File: config.mk
export PLATFORM = sky130hd
export DESIGN_NAME = word_ram
export DESIGN_NICKNAME = d
export VERILOG_FILES = /design/src/source/host_link_pkg.sv /design/src/source/word_ram.sv
export VERILOG_INCLUDE_DIRS = /design/src /design/src/source
export SDC_FILE = /design/constraint.sdc
export NUM_CORES = 2
export LEC_CHECK = 0
export BUFFER_PORTS_ARGS = -buffer_cell sky130_fd_sc_hd__buf_4
export CORE_MARGIN = 2
export CORE_UTILIZATION = 40
export CTS_CLUSTER_DIAMETER = 60
export DETAILED_ROUTE_END_ITERATION = 10
export PLACE_DENSITY = 0.58
export SETUP_SLACK_MARGIN = 0.2
export SLEW_MARGIN = 0
export SYNTH_ARGS = -nofsm -noshare
export SYNTH_HDL_FRONTEND = slang
export SYNTH_SLANG_ARGS = --single-unit
File: constraint.sdc
create_clock -name sys_clk -period 8.2 [get_ports sys_clk]
set_clock_uncertainty 0.1 [all_clocks]
set_input_delay 1.23 -clock sys_clk [delete_from_list [all_inputs] [get_ports sys_clk]]
set_output_delay 1.23 -clock sys_clk [all_outputs]
set_load 0.1 [all_outputs]
File: src/source/host_link_cfg.svh
`ifndef HOST_LINK_CFG_SVH
`define HOST_LINK_CFG_SVH

// widths
`define CMD_W        8
`define MEM_ADDR_W   8    // 256 words on chip
`define HOST_ADDR_W  24   // three staged address bytes
`define WORD_W       16

// words summed per block checksum
`define BLOCK_WORDS  16

// host command codes
`define CMD_SET_DAT0   8'h10
`define CMD_SET_DAT1   8'h11
`define CMD_SET_ADR0   8'h12
`define CMD_SET_ADR1   8'h13
`define CMD_SET_ADR2   8'h14
`define CMD_WORD_WR    8'hA0
`define CMD_WORD_RD    8'hA1
`define CMD_BLOCK_SUM  8'hA3

// flow control
`define CMD_CREDITS    1    // held by the frame receiver
`define REPLY_CREDITS  1    // held by the executor

`endif

File: src/source/host_link_pkg.sv
`include "host_link_cfg.svh"

package host_link_pkg;

  typedef logic [`CMD_W-1:0]       cmd_t;        // command byte of a host frame
  typedef logic [7:0]              byte_t;       // data byte of a host frame
  typedef logic [`WORD_W-1:0]      word_t;       // memory word
  typedef logic [`MEM_ADDR_W-1:0]  mem_addr_t;   // on-chip word address
  typedef logic [`HOST_ADDR_W-1:0] host_addr_t;  // staged host address

  // command executor FSM
  typedef enum logic [2:0] {
    st_idle,
    st_decode,
    st_word_access,  // req held until granted
    st_wait_read,
    st_wait_sum,
    st_reply         // parked here without a reply credit
  } exec_state_t;

endpackage

File: src/source/word_ram.sv
`timescale 1ns/100ps
`include "host_link_cfg.svh"

module word_ram
  import host_link_pkg::*;
(
  input  logic      sys_clk,
  input  logic      we,
  input  mem_addr_t addr,
  input  word_t     wdata,
  output word_t     rdata
);

  localparam int depth = 2 ** `MEM_ADDR_W;

  word_t mem [depth];

  always_ff @(posedge sys_clk) begin
    if (we)
      mem[addr] <= wdata;
    rdata <= mem[addr];  // old data on a write cycle
  end

endmodule

==> metrics <==
status finished clean; crit path DAT 5.60 ns; Final HPWL DP 235,000 µm; total power 44.1 mW; H-tree depth 5; hold crit path type input port to flop; vias 74,400; root buffer cell clkbuf_16; Setup crit end kind flop; cts repair resizes 0; commonest non-fill, non-tap cell in the layout edfxtp_1; Gate power share 4.6%; Leak Pwr 54.3 nW; RePlAce Congestion 0.801; Pwr Density 248 mW/mm²; synthesized instance count 6,727; drt drc 0; P_sw 9.48 mW; Setup crit start addr[0]; Syn Nets 6,753; multi-input logic area 0.0310 mm²; # clock sinks 4,112; CP top delay family compound AO/OA/AOI/OAI gates; CTS tree built; synthesized cell area 0.155 mm²; vias in the first global route 75,000; Slew Viols, Final 0; Most Frequent Cell on Critical Path buf_12; nets@finish 7,174; share of Yosys cell area claimed by the top area cell type 79.1%; final core occ 46.1%; Synth area leader edfxtp_1; Least-Margin Pin Slew 1.33 ns; R2R Path Start mem[43][14]$_DFFE_PP_; post-route ant nets 0; Critical Path Start Type input port; Vias/cell 5.86; crit path max fanout 75; Syn. warnings 0; wire per inst 32.6 µm; most frequent cells in the layout 4,096 x edfxtp_1, 1,024 x mux4_2, 512 x a22oi_1, 431 x clkbuf_16, 358 x buf_4; synth top area cells edfxtp_1 79%, mux4_2 15%, a22oi_1 2.5%, a21oi_1 0.82%, clkbuf_1 0.60%; number of unique standard cell types used by synthesis 22; worst relative slew slack 11.5%; final period utilization 60.2%; switching fraction of total power 21.5%; Initial DRT Pass Iterations 5; register area 0.123 mm²; Top Ports 42; Die ar. 0.393 mm²; core area 0.386 mm²; largest net degree at the start of global routing 169; fillers 31,700; global router's overall resource usage 20.9%; critical path buffer and inverter count 3; Max clock buf depth 4; total CTS buffers 426; input/output buffers 41; Max IR drop VDD 0.204 mV; register area share after synthesis 79.4%; max cap viols 0; final hold vios 0; grt ovf 0; average cell area after synthesis 23.1 µm²; initial antenna violation count 23; DR iter-0 viols 9,618; crit path kind input port to flop; register share of total power 52.7%; FP Rows 228; CP cell instances buf_16 > buf_12 > buf_12 > mux4_2 > a22oi_1 > a21oi_1 > o41ai_1 > nand4_1; worst hold slack 0.648 ns; CP required 8.86 ns; # Post-CTS Setup Buffers 0; DRT Wirelength 414,000 µm; clk slew on worst S/H paths 0.06 ns; internal power 34.6 mW; first-pass GRT wire length 585,000 µm; Post-CTS Hold Buffers 0; Clk Latency, worst-skew pair 0.98 ns; hold wc startpoint wdata[2]; layout cell share with drive strength beyond 1 28.9%; Max Clock Freq 203 MHz; layout overhead on the synthesized area 14.5%; Starting Density 40.2%; RSZ-0062 raised after global routing false; slowest cell on the critical path o41ai_1; number of synthesized register bits 4,112; min cycle time layout 4.93 ns; height of the chip 627 µm; clock power share 42.6%; Total Neg Setup Slack 0 ns; Critical Path Max Stage Delay 1.11 ns; # setup viols final 0; die width 627 µm
-- sequential cells by signal (all words and copies together), names as in the netlist --
register / flops
mem: 4096
rdata: 16
-- worst paths after layout --
path | to | slack (ns) | cells past startpoint
max | rdata[1]$_DFF_P_ | 3.27 | 8
min | mem[210][2]$_DFFE_PP_ | 0.65 | 1
max reg2reg | rdata[14]$_DFF_P_ | 5.04 | 5
min reg2reg | rdata[6]$_DFF_P_ | 0.86 | 5
-- power by group through the flow --
stage | clock network, mW | registers [mW] | logic (mW)
floorplan | 0 | 23.7 | 0.996
global placement | 0 | 23.7 | 2.03
detailed placement | 0 | 23.7 | 2.08
CTS | 19.1 | 23.2 | 2.08
global route | 19.9 | 23.2 | 2.15
finish | 18.8 | 23.2 | 2.05
-- cells in the mapped netlist --
master and count:
or2_2 2, buf_4 16, buf_2 76, buf_6 25, nand2b_1 6, nand4_1 16, a22oi_1 512, o41ai_1 64
dfxtp_1 16, nand2_1 28, nor2b_1 7, mux4_2 1024, or3_1 1, a21oi_1 256, buf_1 54, nor3_1 30
and2_1 3, inv_1 1, nor2_1 232, nand3_1 13, edfxtp_1 4096, clkbuf_1 249
-- worst register-to-register path: cells and delay by family (launching register included) --
kind	cells	cell delay, ns
AOI/OAI and AO/OA	3	1.91
DFF	1	0.36
and+or+nand+nor	1	0.17
muxes	1	0.48
-- final cells by class --
class / count / area share [%]
diodes: 14 / 0.0197
clock buffers: 519 / 6.25
clock inverters: 265 / 1.35
inverters: 1 / 0.00211
multi-input cells: 2194 / 17.4
flip-flops and latches: 4112 / 69.3
well taps: 5175 / 3.64
repair buffers: 413 / 2.06
-- kinds of logic (layout without fill, tap and decap cells) --
group                  Yosys count  in the layout  synth area share, %
AOI/OAI and AO/OA              832            832                 3.66
buffers and inverters          421           1198                 1.24
and+or+nand+nor                338            338                0.907
other                            0             14                    0
DFF                           4112           4112                 79.4
muxes                         1024           1024                 14.8
-- per-stage QoR --
step                instance area [µm²]  setup WS [ns]  instances
detailed placement               164000           2.28      11900
CTS                              178000           3.34      12700
finish                           178000           3.27      12700
floorplan                        155000           4.17       6727
global placement                 164000           1.32      11900
global route                     178000           3.12      12700
-- per-layer routing --
metal / global-route usage [%] / part of all wire (%)
met2: 33.7 / 49
met4: 5.66 / 2.8
met5: 0 / 0.015
met3: 3.57 / 8.0
met1: 29.5 / 40
No activity file was read; power rests on OpenSTA's default activity.
