==> config.mk <==
export PLATFORM = sky130hd
export DESIGN_NAME = link_frame_tx
export DESIGN_NICKNAME = d
export VERILOG_FILES = /design/src/source/host_link_pkg.sv /design/src/source/link_frame_tx.sv
export VERILOG_INCLUDE_DIRS = /design/src /design/src/source
export SDC_FILE = /design/constraint.sdc
export NUM_CORES = 1
export LEC_CHECK = 0
export BUFFER_PORTS_ARGS = -buffer_cell sky130_fd_sc_hd__buf_2
export CAP_MARGIN = 20
export CORE_ASPECT_RATIO = 0.9
export CORE_MARGIN = 10
export CORE_UTILIZATION = 45
export DETAILED_ROUTE_END_ITERATION = 6
export PLACE_DENSITY_LB_ADDON = 0.3
export REMOVE_ABC_BUFFERS = 1
export SLEW_MARGIN = 15
export SYNTH_ARGS = -nofsm -noshare
export SYNTH_HDL_FRONTEND = slang
export SYNTH_SLANG_ARGS = --single-unit
==> constraint.sdc <==
create_clock -name sys_clk -period 4.6 [get_ports sys_clk]
set_input_delay 0 -clock sys_clk [delete_from_list [all_inputs] [get_ports sys_clk]]
set_output_delay 0 -clock sys_clk [all_outputs]
set_load 0.005 [all_outputs]
==> src/source/host_link_cfg.svh <==
`ifndef HOST_LINK_CFG_SVH
`define HOST_LINK_CFG_SVH

// widths
`define CMD_W        8
`define MEM_ADDR_W   8    // 256 words on chip
`define HOST_ADDR_W  24   // three staged address bytes
`define WORD_W       16

// words summed per block checksum
`define BLOCK_WORDS  16

// host command codes
`define CMD_SET_DAT0   8'h10
`define CMD_SET_DAT1   8'h11
`define CMD_SET_ADR0   8'h12
`define CMD_SET_ADR1   8'h13
`define CMD_SET_ADR2   8'h14
`define CMD_WORD_WR    8'hA0
`define CMD_WORD_RD    8'hA1
`define CMD_BLOCK_SUM  8'hA3

// flow control
`define CMD_CREDITS    1    // held by the frame receiver
`define REPLY_CREDITS  1    // held by the executor

`endif

==> src/source/host_link_pkg.sv <==
`include "host_link_cfg.svh"

package host_link_pkg;

  typedef logic [`CMD_W-1:0]       cmd_t;        // command byte of a host frame
  typedef logic [7:0]              byte_t;       // data byte of a host frame
  typedef logic [`WORD_W-1:0]      word_t;       // memory word
  typedef logic [`MEM_ADDR_W-1:0]  mem_addr_t;   // on-chip word address
  typedef logic [`HOST_ADDR_W-1:0] host_addr_t;  // staged host address

  // command executor FSM
  typedef enum logic [2:0] {
    st_idle,
    st_decode,
    st_word_access,  // req held until granted
    st_wait_read,
    st_wait_sum,
    st_reply         // parked here without a reply credit
  } exec_state_t;

endpackage

==> src/source/link_frame_tx.sv <==
`timescale 1ns/100ps
`include "host_link_cfg.svh"

module link_frame_tx
  import host_link_pkg::*;
(
  input  logic  sys_clk,
  input  logic  sys_rst_n,
  input  logic  bit_tick,
  input  logic  reply_valid,
  input  word_t reply_word,
  output logic  reply_credit,
  output logic  reply_bit
);

  localparam int stop_idx = `WORD_W + 1;  // stop bit slot
  localparam int done_idx = `WORD_W + 2;  // stop bit has been on the line

  logic       active;
  logic [4:0] bit_cnt;
  word_t      tx_shift;

  always_ff @(posedge sys_clk or negedge sys_rst_n) begin
    if (!sys_rst_n) begin
      active       <= 1'b0;
      bit_cnt      <= '0;
      reply_bit    <= 1'b0;
      reply_credit <= 1'b0;
    end else begin
      reply_credit <= 1'b0;
      if (!active) begin
        if (reply_valid) begin
          active  <= 1'b1;
          bit_cnt <= '0;
        end
      end else if (bit_tick) begin
        bit_cnt <= bit_cnt + 1'b1;
        if (bit_cnt == '0) begin
          reply_bit <= 1'b1;  // start
        end else if (bit_cnt < 5'(stop_idx)) begin
          reply_bit <= tx_shift[0];
        end else if (bit_cnt == 5'(stop_idx)) begin
          reply_bit <= 1'b0;
        end else if (bit_cnt == 5'(done_idx)) begin
          reply_credit <= 1'b1;  // hand the credit back
          active       <= 1'b0;
        end
      end
    end
  end

  // low byte goes out first
  always_ff @(posedge sys_clk) begin
    if (!active && reply_valid)
      tx_shift <= reply_word;
    else if (active && bit_tick && bit_cnt != '0 && bit_cnt < 5'(stop_idx))
      tx_shift <= tx_shift >> 1;
  end

endmodule

==> results.yml <==
clock_tree:
  cts_tree: "done"
  cts-root-buf: "clkbuf_4"
  clk_path_buf_depth: 2
  cts_resized: 0
  clk_latency_ns: 0.32
  cts_buffers: 3
  clk_pin_slew_ns: 0.13
  cts.sinks: 24
  htree_levels: 1
grt:
  grt_pass1_vias: 866
  overflow: 0
  grtUsageTotal: 0.0985
  grt_start_max_net_pins: 20
  antenna_found_initial: 0
  grt_pass1_wl_mm: 3.90
die:
  start_util: 0.471
  die_w_um: 73.3
  rows: 17
  die_h_um: 68.0
  io_pins: 22
  core_um2: 2450
  dieArea_um2: 4980
sta:
  hold_viol: 0
  min_period_ns: 1.75
  setup_tns_ns: 0
  tightest_slew_ns: 0.711
  slew_violations: 0
  fmax_mhz: 572
  setup_violations: 0
  period_share: 0.380
  holdWs_ns: 0.0316
  grt_setup_unrepaired: "no"
  max_slew_margin: 0.524
  fin_skew_ns: 0.00669
worst_setup_path:
  cp-start-kind: "flip-flop"
  path_buf_inv: 2
  crit_family: "flip-flops"
  reg2regPathDepth: 5
  crit_chain: "inv_1 -> ha_1 -> nor4b_1 -> o21ai_1 -> buf_4"
  critPathSlowestCell: "dfrtp_1"
  worstSetupPathDepth: 5
  required_ns: 4.68
  path_class: "flip-flop to flip-flop"
  cp_max_fo: 16
  cpPeakStageDelay_ns: 0.50
  arrival_ns: 1.82
  crit_path_end_kind: "flip-flop"
yosys:
  yosys.area_share.simple: 0.245
  synthAdderAreaFrac: 0.0435
  ys_ff_latch: 24
  syn_area_per_cell_um2: 10.0
  synth.area.mux_share: 0.0359
  synthXorXnorAreaFrac: 0
  synth_top_family_by_area: "simple AND/OR/NAND/NOR gates"
  synth_warnings: 0
  syn_area_um2: 1150
  netlist_instances: 115
  ys_types: 26
  synth_compound_area_frac: 0.0500
  seq_area_frac_synth: 0.591
place:
  gp_congestion: 0.783
  hpwl_mm: 1.55
  portBuffers: 21
finish:
  diodes: 0
  area_growth_syn_to_layout_pct: 28.5
  final_layout_size_suffix_gt1_frac: 0.197
  nNetsFinal: 177
  utilization: 0.605
  layout_common_cells: "53 x nand2_1, 21 x buf_2, 17 x dlygate4sd3_1"
  final_common_cell: "nand2_1"
detailed_routing:
  ant_nets: 0
  post-route-drc-count: 0
  firstDrtPassIters: 4
  vias: 898
  wl_per_cell_um: 13.3
  vias_per_cell: 4.99
  drt_first_iter_violations: 50
  wl_mm: 2.39
run_status:
  status: "finished clean"
power:
  p_leak_nw: 0.699
  irDropWorstVdd_mv: 0.407
  powerDensity_nw_per_um2: 575
worst_hold_path:
  hold_path_class: "primary input to asynchronous set/reset pin"
run:
  cap_viol_max_count: 0
## synth_stat cells, drive strengths merged
| cell | n | area share |
|---|---|---|
| nand2 | 53 | 0.17 |
| edfxtp | 16 | 0.42 |
| dfrtp | 8 | 0.17 |
| buf | 4 | 0.017 |
| ha | 4 | 0.043 |
| inv | 3 | 0.0098 |
| mux2i | 3 | 0.026 |
| and2 | 2 | 0.011 |
| clkbuf | 2 | 0.0076 |
| nand3 | 2 | 0.0087 |
| nand4 | 2 | 0.011 |
| nor2 | 2 | 0.0065 |
| o21ai | 2 | 0.0087 |
| a21o | 1 | 0.0065 |
| a21oi | 1 | 0.0043 |
| mux2 | 1 | 0.0098 |
| nand2b | 1 | 0.0054 |
| nand3b | 1 | 0.0065 |
| nor2b | 1 | 0.0054 |
| nor4b | 1 | 0.0076 |
| o211ai | 1 | 0.0065 |
| o21bai | 1 | 0.0098 |
| o31ai | 1 | 0.0065 |
| o41ai | 1 | 0.0076 |
| or4 | 1 | 0.0098 |
## timing repair
action,CTS,global route
buffers inserted,0,0
hold buffers,17,0
hold endpoints to repair,24,0
## logic make-up after synthesis
kind of cell | after synthesis
adder cells (fa/ha/maj) | 4
AO/OA/AOI/OAI | 8
flip-flops | 24
buffers and inverters | 9
AND/OR/NAND/NOR | 66
multiplexers | 4
## power breakdown
part	internal [mW]	leakage, nW	switching (mW)
logic	0.117	0.426	0.167
clock network	0.0484	0.0210	0.0638
registers	0.384	0.252	0.0701
## metrics by stage
step                worst slack (ns)  cells  power [mW]  cell area [µm²]
floorplan                       2.09    109       0.642             1120
global placement                2.80    159       0.715             1270
detailed placement              2.75    159       0.733             1270
CTS                             2.73    180       0.858             1480
global route                    2.69    180       0.917             1480
finish                          2.85    180       0.850             1480
## registers in the layout, summed over array words and instances, names as in the netlist
register,count
tx_shift,16
bit_cnt,5
active,1
reply_bit,1
reply_credit,1
## cell type report
type / instances / area, µm²
inverter: 3 / 11.3
timing repair buffer: 39 / 283
fill: 207 / 967
multi-input combinational: 82 / 433
clock buffer: 4 / 36.3
tap: 28 / 35.0
sequential: 24 / 681
## final timing paths
kind / to / slack (ns) / startpoint
setup / recovery: tx_shift[1] / 2.85 / bit_cnt[0]
min in group sys_clk: reply_credit / 0.04 / bit_tick
hold / removal: bit_cnt[3] / 0.03 / sys_rst_n
setup reg to reg: tx_shift[1] / 2.85 / bit_cnt[0]
hold reg to reg: tx_shift[9] / 0.53 / tx_shift[10]
max in group asynchronous: bit_cnt[2] / 4.40 / sys_rst_n
## worst reg2reg max path, stage by stage, from the launching register on
cell	delay, ns
dfrtp_1	0.50
inv_1	0.13
ha_1	0.15
nor4b_1	0.36
o21ai_1	0.13
buf_4	0.24
## per-layer routing
layer	share of wire	vias to the layer above	wire length, µm	GRT usage
met5	0	-	0	0
met4	0.011	0	27	0.0395
met3	0.066	5	157	0.0448
met2	0.44	18	1060	0.148
met1	0.48	417	1140	0.121
li1	-	458	-	-
Note: power is estimated with default switching activity, not from simulation.
