## config.mk

```make
export PLATFORM = sky130hd
export DESIGN_NAME = link_frame_rx
export DESIGN_NICKNAME = d
export VERILOG_FILES = /design/src/source/host_link_pkg.sv /design/src/source/link_frame_rx.sv
export VERILOG_INCLUDE_DIRS = /design/src /design/src/source
export SDC_FILE = /design/constraint.sdc
export NUM_CORES = 1
export LEC_CHECK = 0
export BUFFER_PORTS_ARGS = -buffer_cell sky130_fd_sc_hd__buf_2
export CORE_MARGIN = 3
export CORE_UTILIZATION = 35
export DETAILED_ROUTE_END_ITERATION = 16
export REMOVE_ABC_BUFFERS = 1
export SETUP_SLACK_MARGIN = 0.15
export SLEW_MARGIN = 20
export SYNTH_ARGS = -nofsm -noshare
export SYNTH_HDL_FRONTEND = slang
export SYNTH_SLANG_ARGS = --single-unit
```

## constraint.sdc

```tcl
create_clock -name sys_clk -period 2.4 [get_ports sys_clk]
set_input_delay 0 -clock sys_clk [delete_from_list [all_inputs] [get_ports sys_clk]]
set_output_delay 0 -clock sys_clk [all_outputs]
set_load 0.03 [all_outputs]
```

## src/source/host_link_cfg.svh

```systemverilog
`ifndef HOST_LINK_CFG_SVH
`define HOST_LINK_CFG_SVH

// widths
`define CMD_W        8
`define MEM_ADDR_W   8    // 256 words on chip
`define HOST_ADDR_W  24   // three staged address bytes
`define WORD_W       16

// words summed per block checksum
`define BLOCK_WORDS  16

// host command codes
`define CMD_SET_DAT0   8'h10
`define CMD_SET_DAT1   8'h11
`define CMD_SET_ADR0   8'h12
`define CMD_SET_ADR1   8'h13
`define CMD_SET_ADR2   8'h14
`define CMD_WORD_WR    8'hA0
`define CMD_WORD_RD    8'hA1
`define CMD_BLOCK_SUM  8'hA3

// flow control
`define CMD_CREDITS    1    // held by the frame receiver
`define REPLY_CREDITS  1    // held by the executor

`endif

```

## src/source/host_link_pkg.sv

```systemverilog
`include "host_link_cfg.svh"

package host_link_pkg;

  typedef logic [`CMD_W-1:0]       cmd_t;        // command byte of a host frame
  typedef logic [7:0]              byte_t;       // data byte of a host frame
  typedef logic [`WORD_W-1:0]      word_t;       // memory word
  typedef logic [`MEM_ADDR_W-1:0]  mem_addr_t;   // on-chip word address
  typedef logic [`HOST_ADDR_W-1:0] host_addr_t;  // staged host address

  // command executor FSM
  typedef enum logic [2:0] {
    st_idle,
    st_decode,
    st_word_access,  // req held until granted
    st_wait_read,
    st_wait_sum,
    st_reply         // parked here without a reply credit
  } exec_state_t;

endpackage

```

## src/source/link_frame_rx.sv

```systemverilog
`timescale 1ns/100ps
`include "host_link_cfg.svh"

module link_frame_rx
  import host_link_pkg::*;
(
  input  logic  sys_clk,
  input  logic  sys_rst_n,
  input  logic  link_clk,
  input  logic  link_bit,
  output logic  bit_tick,
  output logic  frame_valid,
  output cmd_t  frame_cmd,
  output byte_t frame_dat,
  input  logic  cmd_credit
);

  localparam int cr_w     = $clog2(`CMD_CREDITS + 1);
  localparam int last_bit = `CMD_W + 8;  // count of the final data bit

  logic [1:0]      sync_q1;  // {strobe, bit}
  logic [1:0]      sync_q2;
  logic            clk_q3;   // delayed strobe for edge detect
  logic [4:0]      bit_cnt;  // 0 while waiting for a start bit
  logic [cr_w-1:0] credits;
  logic            spend;

  always_ff @(posedge sys_clk or negedge sys_rst_n) begin
    if (!sys_rst_n) begin
      sync_q1 <= '0;
      sync_q2 <= '0;
      clk_q3  <= 1'b0;
    end else begin
      sync_q1 <= {link_clk, link_bit};
      sync_q2 <= sync_q1;
      clk_q3  <= sync_q2[1];
    end
  end

  assign bit_tick = sync_q2[1] & ~clk_q3;
  assign spend    = bit_tick && (bit_cnt == 5'(last_bit));

  always_ff @(posedge sys_clk or negedge sys_rst_n) begin
    if (!sys_rst_n) begin
      bit_cnt     <= '0;
      frame_valid <= 1'b0;
      credits     <= cr_w'(`CMD_CREDITS);
    end else begin
      frame_valid <= 1'b0;
      if (bit_tick) begin
        if (bit_cnt == '0) begin
          if (sync_q2[0] && credits != '0)  // start bits ignored without credit
            bit_cnt <= 5'd1;
        end else if (bit_cnt == 5'(last_bit)) begin
          bit_cnt     <= '0;
          frame_valid <= 1'b1;
        end else begin
          bit_cnt <= bit_cnt + 1'b1;
        end
      end
      case ({spend, cmd_credit})
        2'b10:   credits <= credits - 1'b1;
        2'b01:   credits <= credits + 1'b1;
        default: credits <= credits;
      endcase
    end
  end

  // both fields shift in lsb first from the top
  always_ff @(posedge sys_clk) begin
    if (bit_tick && bit_cnt != '0) begin
      if (bit_cnt <= 5'(`CMD_W))
        frame_cmd <= {sync_q2[0], frame_cmd[`CMD_W-1:1]};
      else
        frame_dat <= {sync_q2[0], frame_dat[7:1]};
    end
  end

endmodule

```

==> results by group <==
Layout
  – Nets: 100
  – Area Overhead vs Synth: 21.6%
  – Share of post-route cells with drive strength above 1: 35.9%
  – Ant. Diodes: 0

Power
  – Static leakage: 0.000515 uW
  – Worst VDD drop: 652 uV
  – Cell area power density: 935 mW/mm^2

Clock tree
  – CTS tree: built
  – Clock Sinks: 28
  – CTS Buffer Depth: 2
  – H-tree Lvls: 1
  – CTS Root Cell: clkbuf_4
  – Inserted Clock Buffers: 3
  – Clock-pin slew on the worst setup and hold paths: 130 ps
  – Clk_lat worst skew: 310 ps

Timing
  – Fin crit share: 68.6%
  – FMAX: 607 MHz
  – RSZ-0062 raised after global routing: false
  – Hold Slack: 65.7 ps
  – Max-slew violations: 0
  – Final setup viols: 0
  – Worst-Margin Slew: 334 ps
  – TNS Setup: 0 ps
  – Minimum clock period: 1650 ps
  – Clock skew: 4.40 ps
  – Final Hold Vio Count: 0
  – Max transition margin: 77.7%

Synth
  – Simple-gate portion of the synthesized area: 9.23%
  – Asr flop ratio synth: 42.9%
  – Syn Std Cell Area: 0.00103 sq mm
  – Number of flops mapped to enable cells by yosys: 16
  – Synth unique cells: 26
  – Most numerous cell in the Yosys netlist: edfxtp_1
  – Adder-cell share of the synthesized area: 2.43%
  – Post-synth top area share: 46.7%
  – Post-Syn Instances: 61
  – Largest family of logic cells by synthesized area: simple AND/OR/NAND/NOR gates
  – Synth area leaders: edfxtp_1 (47%), dfrtp_1 (27%), dfstp_2 (2.6%)
  – Cell taking the most area after synthesis: edfxtp_1
  – Synth Warn #: 0
  – Syn_area_per_cell: 16.9 sq um
  – Post-synthesis mux area share: 1.09%
  – Synth cell count leaders: edfxtp_1 (16), dfrtp_1 (11), inv_1 (4)
  – Flops & latches, synth: 28
  – Sequential area share after synthesis: 75.9%
  – Post-synthesis compound-gate area fraction: 7.29%
  – Main synth FF type: edfxtp_1
  – Synth Area in XOR/XNOR: 2.55%

Die
  – Die width: 60.2 microns
  – Top Ports: 23
  – DIE HEIGHT: 60.2 microns
  – Die Footprint: 0.00363 sq mm
  – Core area: 0.00278 sq mm
  – Initial Util: 37.0%
  – Row Count: 19

Critical path
  – Worst Setup End Kind: flop
  – Worst endpoint required time: 2400 ps
  – CP Launch Point: bit_cnt[0]
  – Critical path fanouts, max: 8
  – Setup crit start kind: flop
  – Setup CP Type: flop to flop
  – RR Startpoint: bit_cnt[0]
  – WP data arrival: 1640 ps

Drt
  – Drt wl/cell: 12.9 microns
  – First-pass DRT Iterations: 4
  – Via count: 574
  – Final ANT Viol Nets: 0
  – Routed via count divided by cell count: 4.67
  – DRT iter0 DRCs: 13
  – Final wirelength: 1.59 mm
  – DR DRC count: 0

GRT
  – Vias in the first global route: 527
  – Largest net degree at the start of global routing: 16
  – First-pass GRT wire length: 2.53 mm
  – Total grt overflow: 0
  – Total GRT Usage: 10.1%
  – Antenna violations before repair: 0

Placed design
  – Number of port buffers: 22
  – Hpwl dp: 1.18 mm
  – Gpl congestion: 0.839

Status
  – Status: completed

Worst hold path
  – Hold crit path type: primary input to asynchronous set/reset pin

Job
  – Max Cap Viol: 0
==> final timing paths <==
kind                           endpoint  slack (ps)  depth (start not counted)
setup / recovery           frame_dat[6]         750                          4
hold / removal               bit_cnt[4]          70                          2
max in group asynchronous       credits        2060                          2
hold reg to reg              sync_q2[1]         370                          0
setup reg to reg           frame_dat[6]         750                          4
min in group sys_clk         sync_q1[1]         320                          2
==> where the power goes <==
group	leakage [uW]	internal, uW	total, uW	switching [uW]
Sequential	0.000293	608	682	74.4
Clock	0.0000154	60.8	181	121
Combinational	0.000206	133	307	174
Total	0.000515	802	1170	369
==> critical path, cell delays in order, from the launching register on <==
cell	delay (ps)
dfrtp_1	430
inv_1	90
ha_1	230
a21boi_0	240
o21a_1	350
==> cell type report <==
| cell class | instances | area, sq um |
|---|---|---|
| inverter | 4 | 15.0 |
| tap | 31 | 38.8 |
| clock buffer | 3 | 22.5 |
| clock inverter | 1 | 3.75 |
| sequential | 28 | 782 |
| fill | 253 | 1530 |
| multi-input combinational | 29 | 233 |
| timing repair buffer | 27 | 158 |
==> cells by family (layout without fill, tap and decap cells) <==
kind of cell / count (synthesis) / after routing
compound gates: 11 / 11
fa+ha+maj: 2 / 2
xor+xnor: 3 / 3
flops: 28 / 28
buf+inv: 4 / 35
simple gates: 12 / 12
mux: 1 / 1
==> stage by stage <==
step	total power (uW)	util [%]	area (sq um)	instances	setup WS (ps)
finish	1170	45.0	1250	123	753
global route	1260	45.0	1250	123	574
CTS	1190	45.0	1250	123	725
detailed placement	999	42.6	1190	115	703
global placement	997	42.6	1190	115	793
floorplan	914	-	1030	61	296
==> cell usage in the layout (no fill, tap or decap), types with 2 or more instances in the layout <==
master         Yosys  routed
nand3b_1           2       2
buf_2              0      22
inv_1              4       4
o21ai_0            2       2
edfxtp_1          16      16
dfrtp_1           11      11
clkbuf_4           0       3
dlygate4sd3_1      0       4
a21oi_1            3       3
xnor2_1            3       3
ha_1               2       2
==> sequential cells by signal, indices dropped and copies added (netlist names) <==
signal	cells
bit_cnt	5
clk_q3	1
credits	1
frame_cmd	8
frame_dat	8
frame_valid	1
sync_q1	2
sync_q2	2
==> per-layer routing <==
metal | up-vias | GRT usage, % | part of all wire, % | wire, microns
met2 | 23 | 14.0 | 42 | 665
met3 | 2 | 5.18 | 8.6 | 137
met4 | 0 | 4.75 | 1.7 | 27
met1 | 263 | 13.0 | 48 | 758
li1 | 286 | - | - | -
met5 | - | 0 | 0 | 0
==> timing repair <==
action,in CTS,in global routing
hold buffers,4,0
hold endpoints to repair,15,0
setup buffers,0,0
resized for setup,0,0
Power figures use the tool's default switching activity.
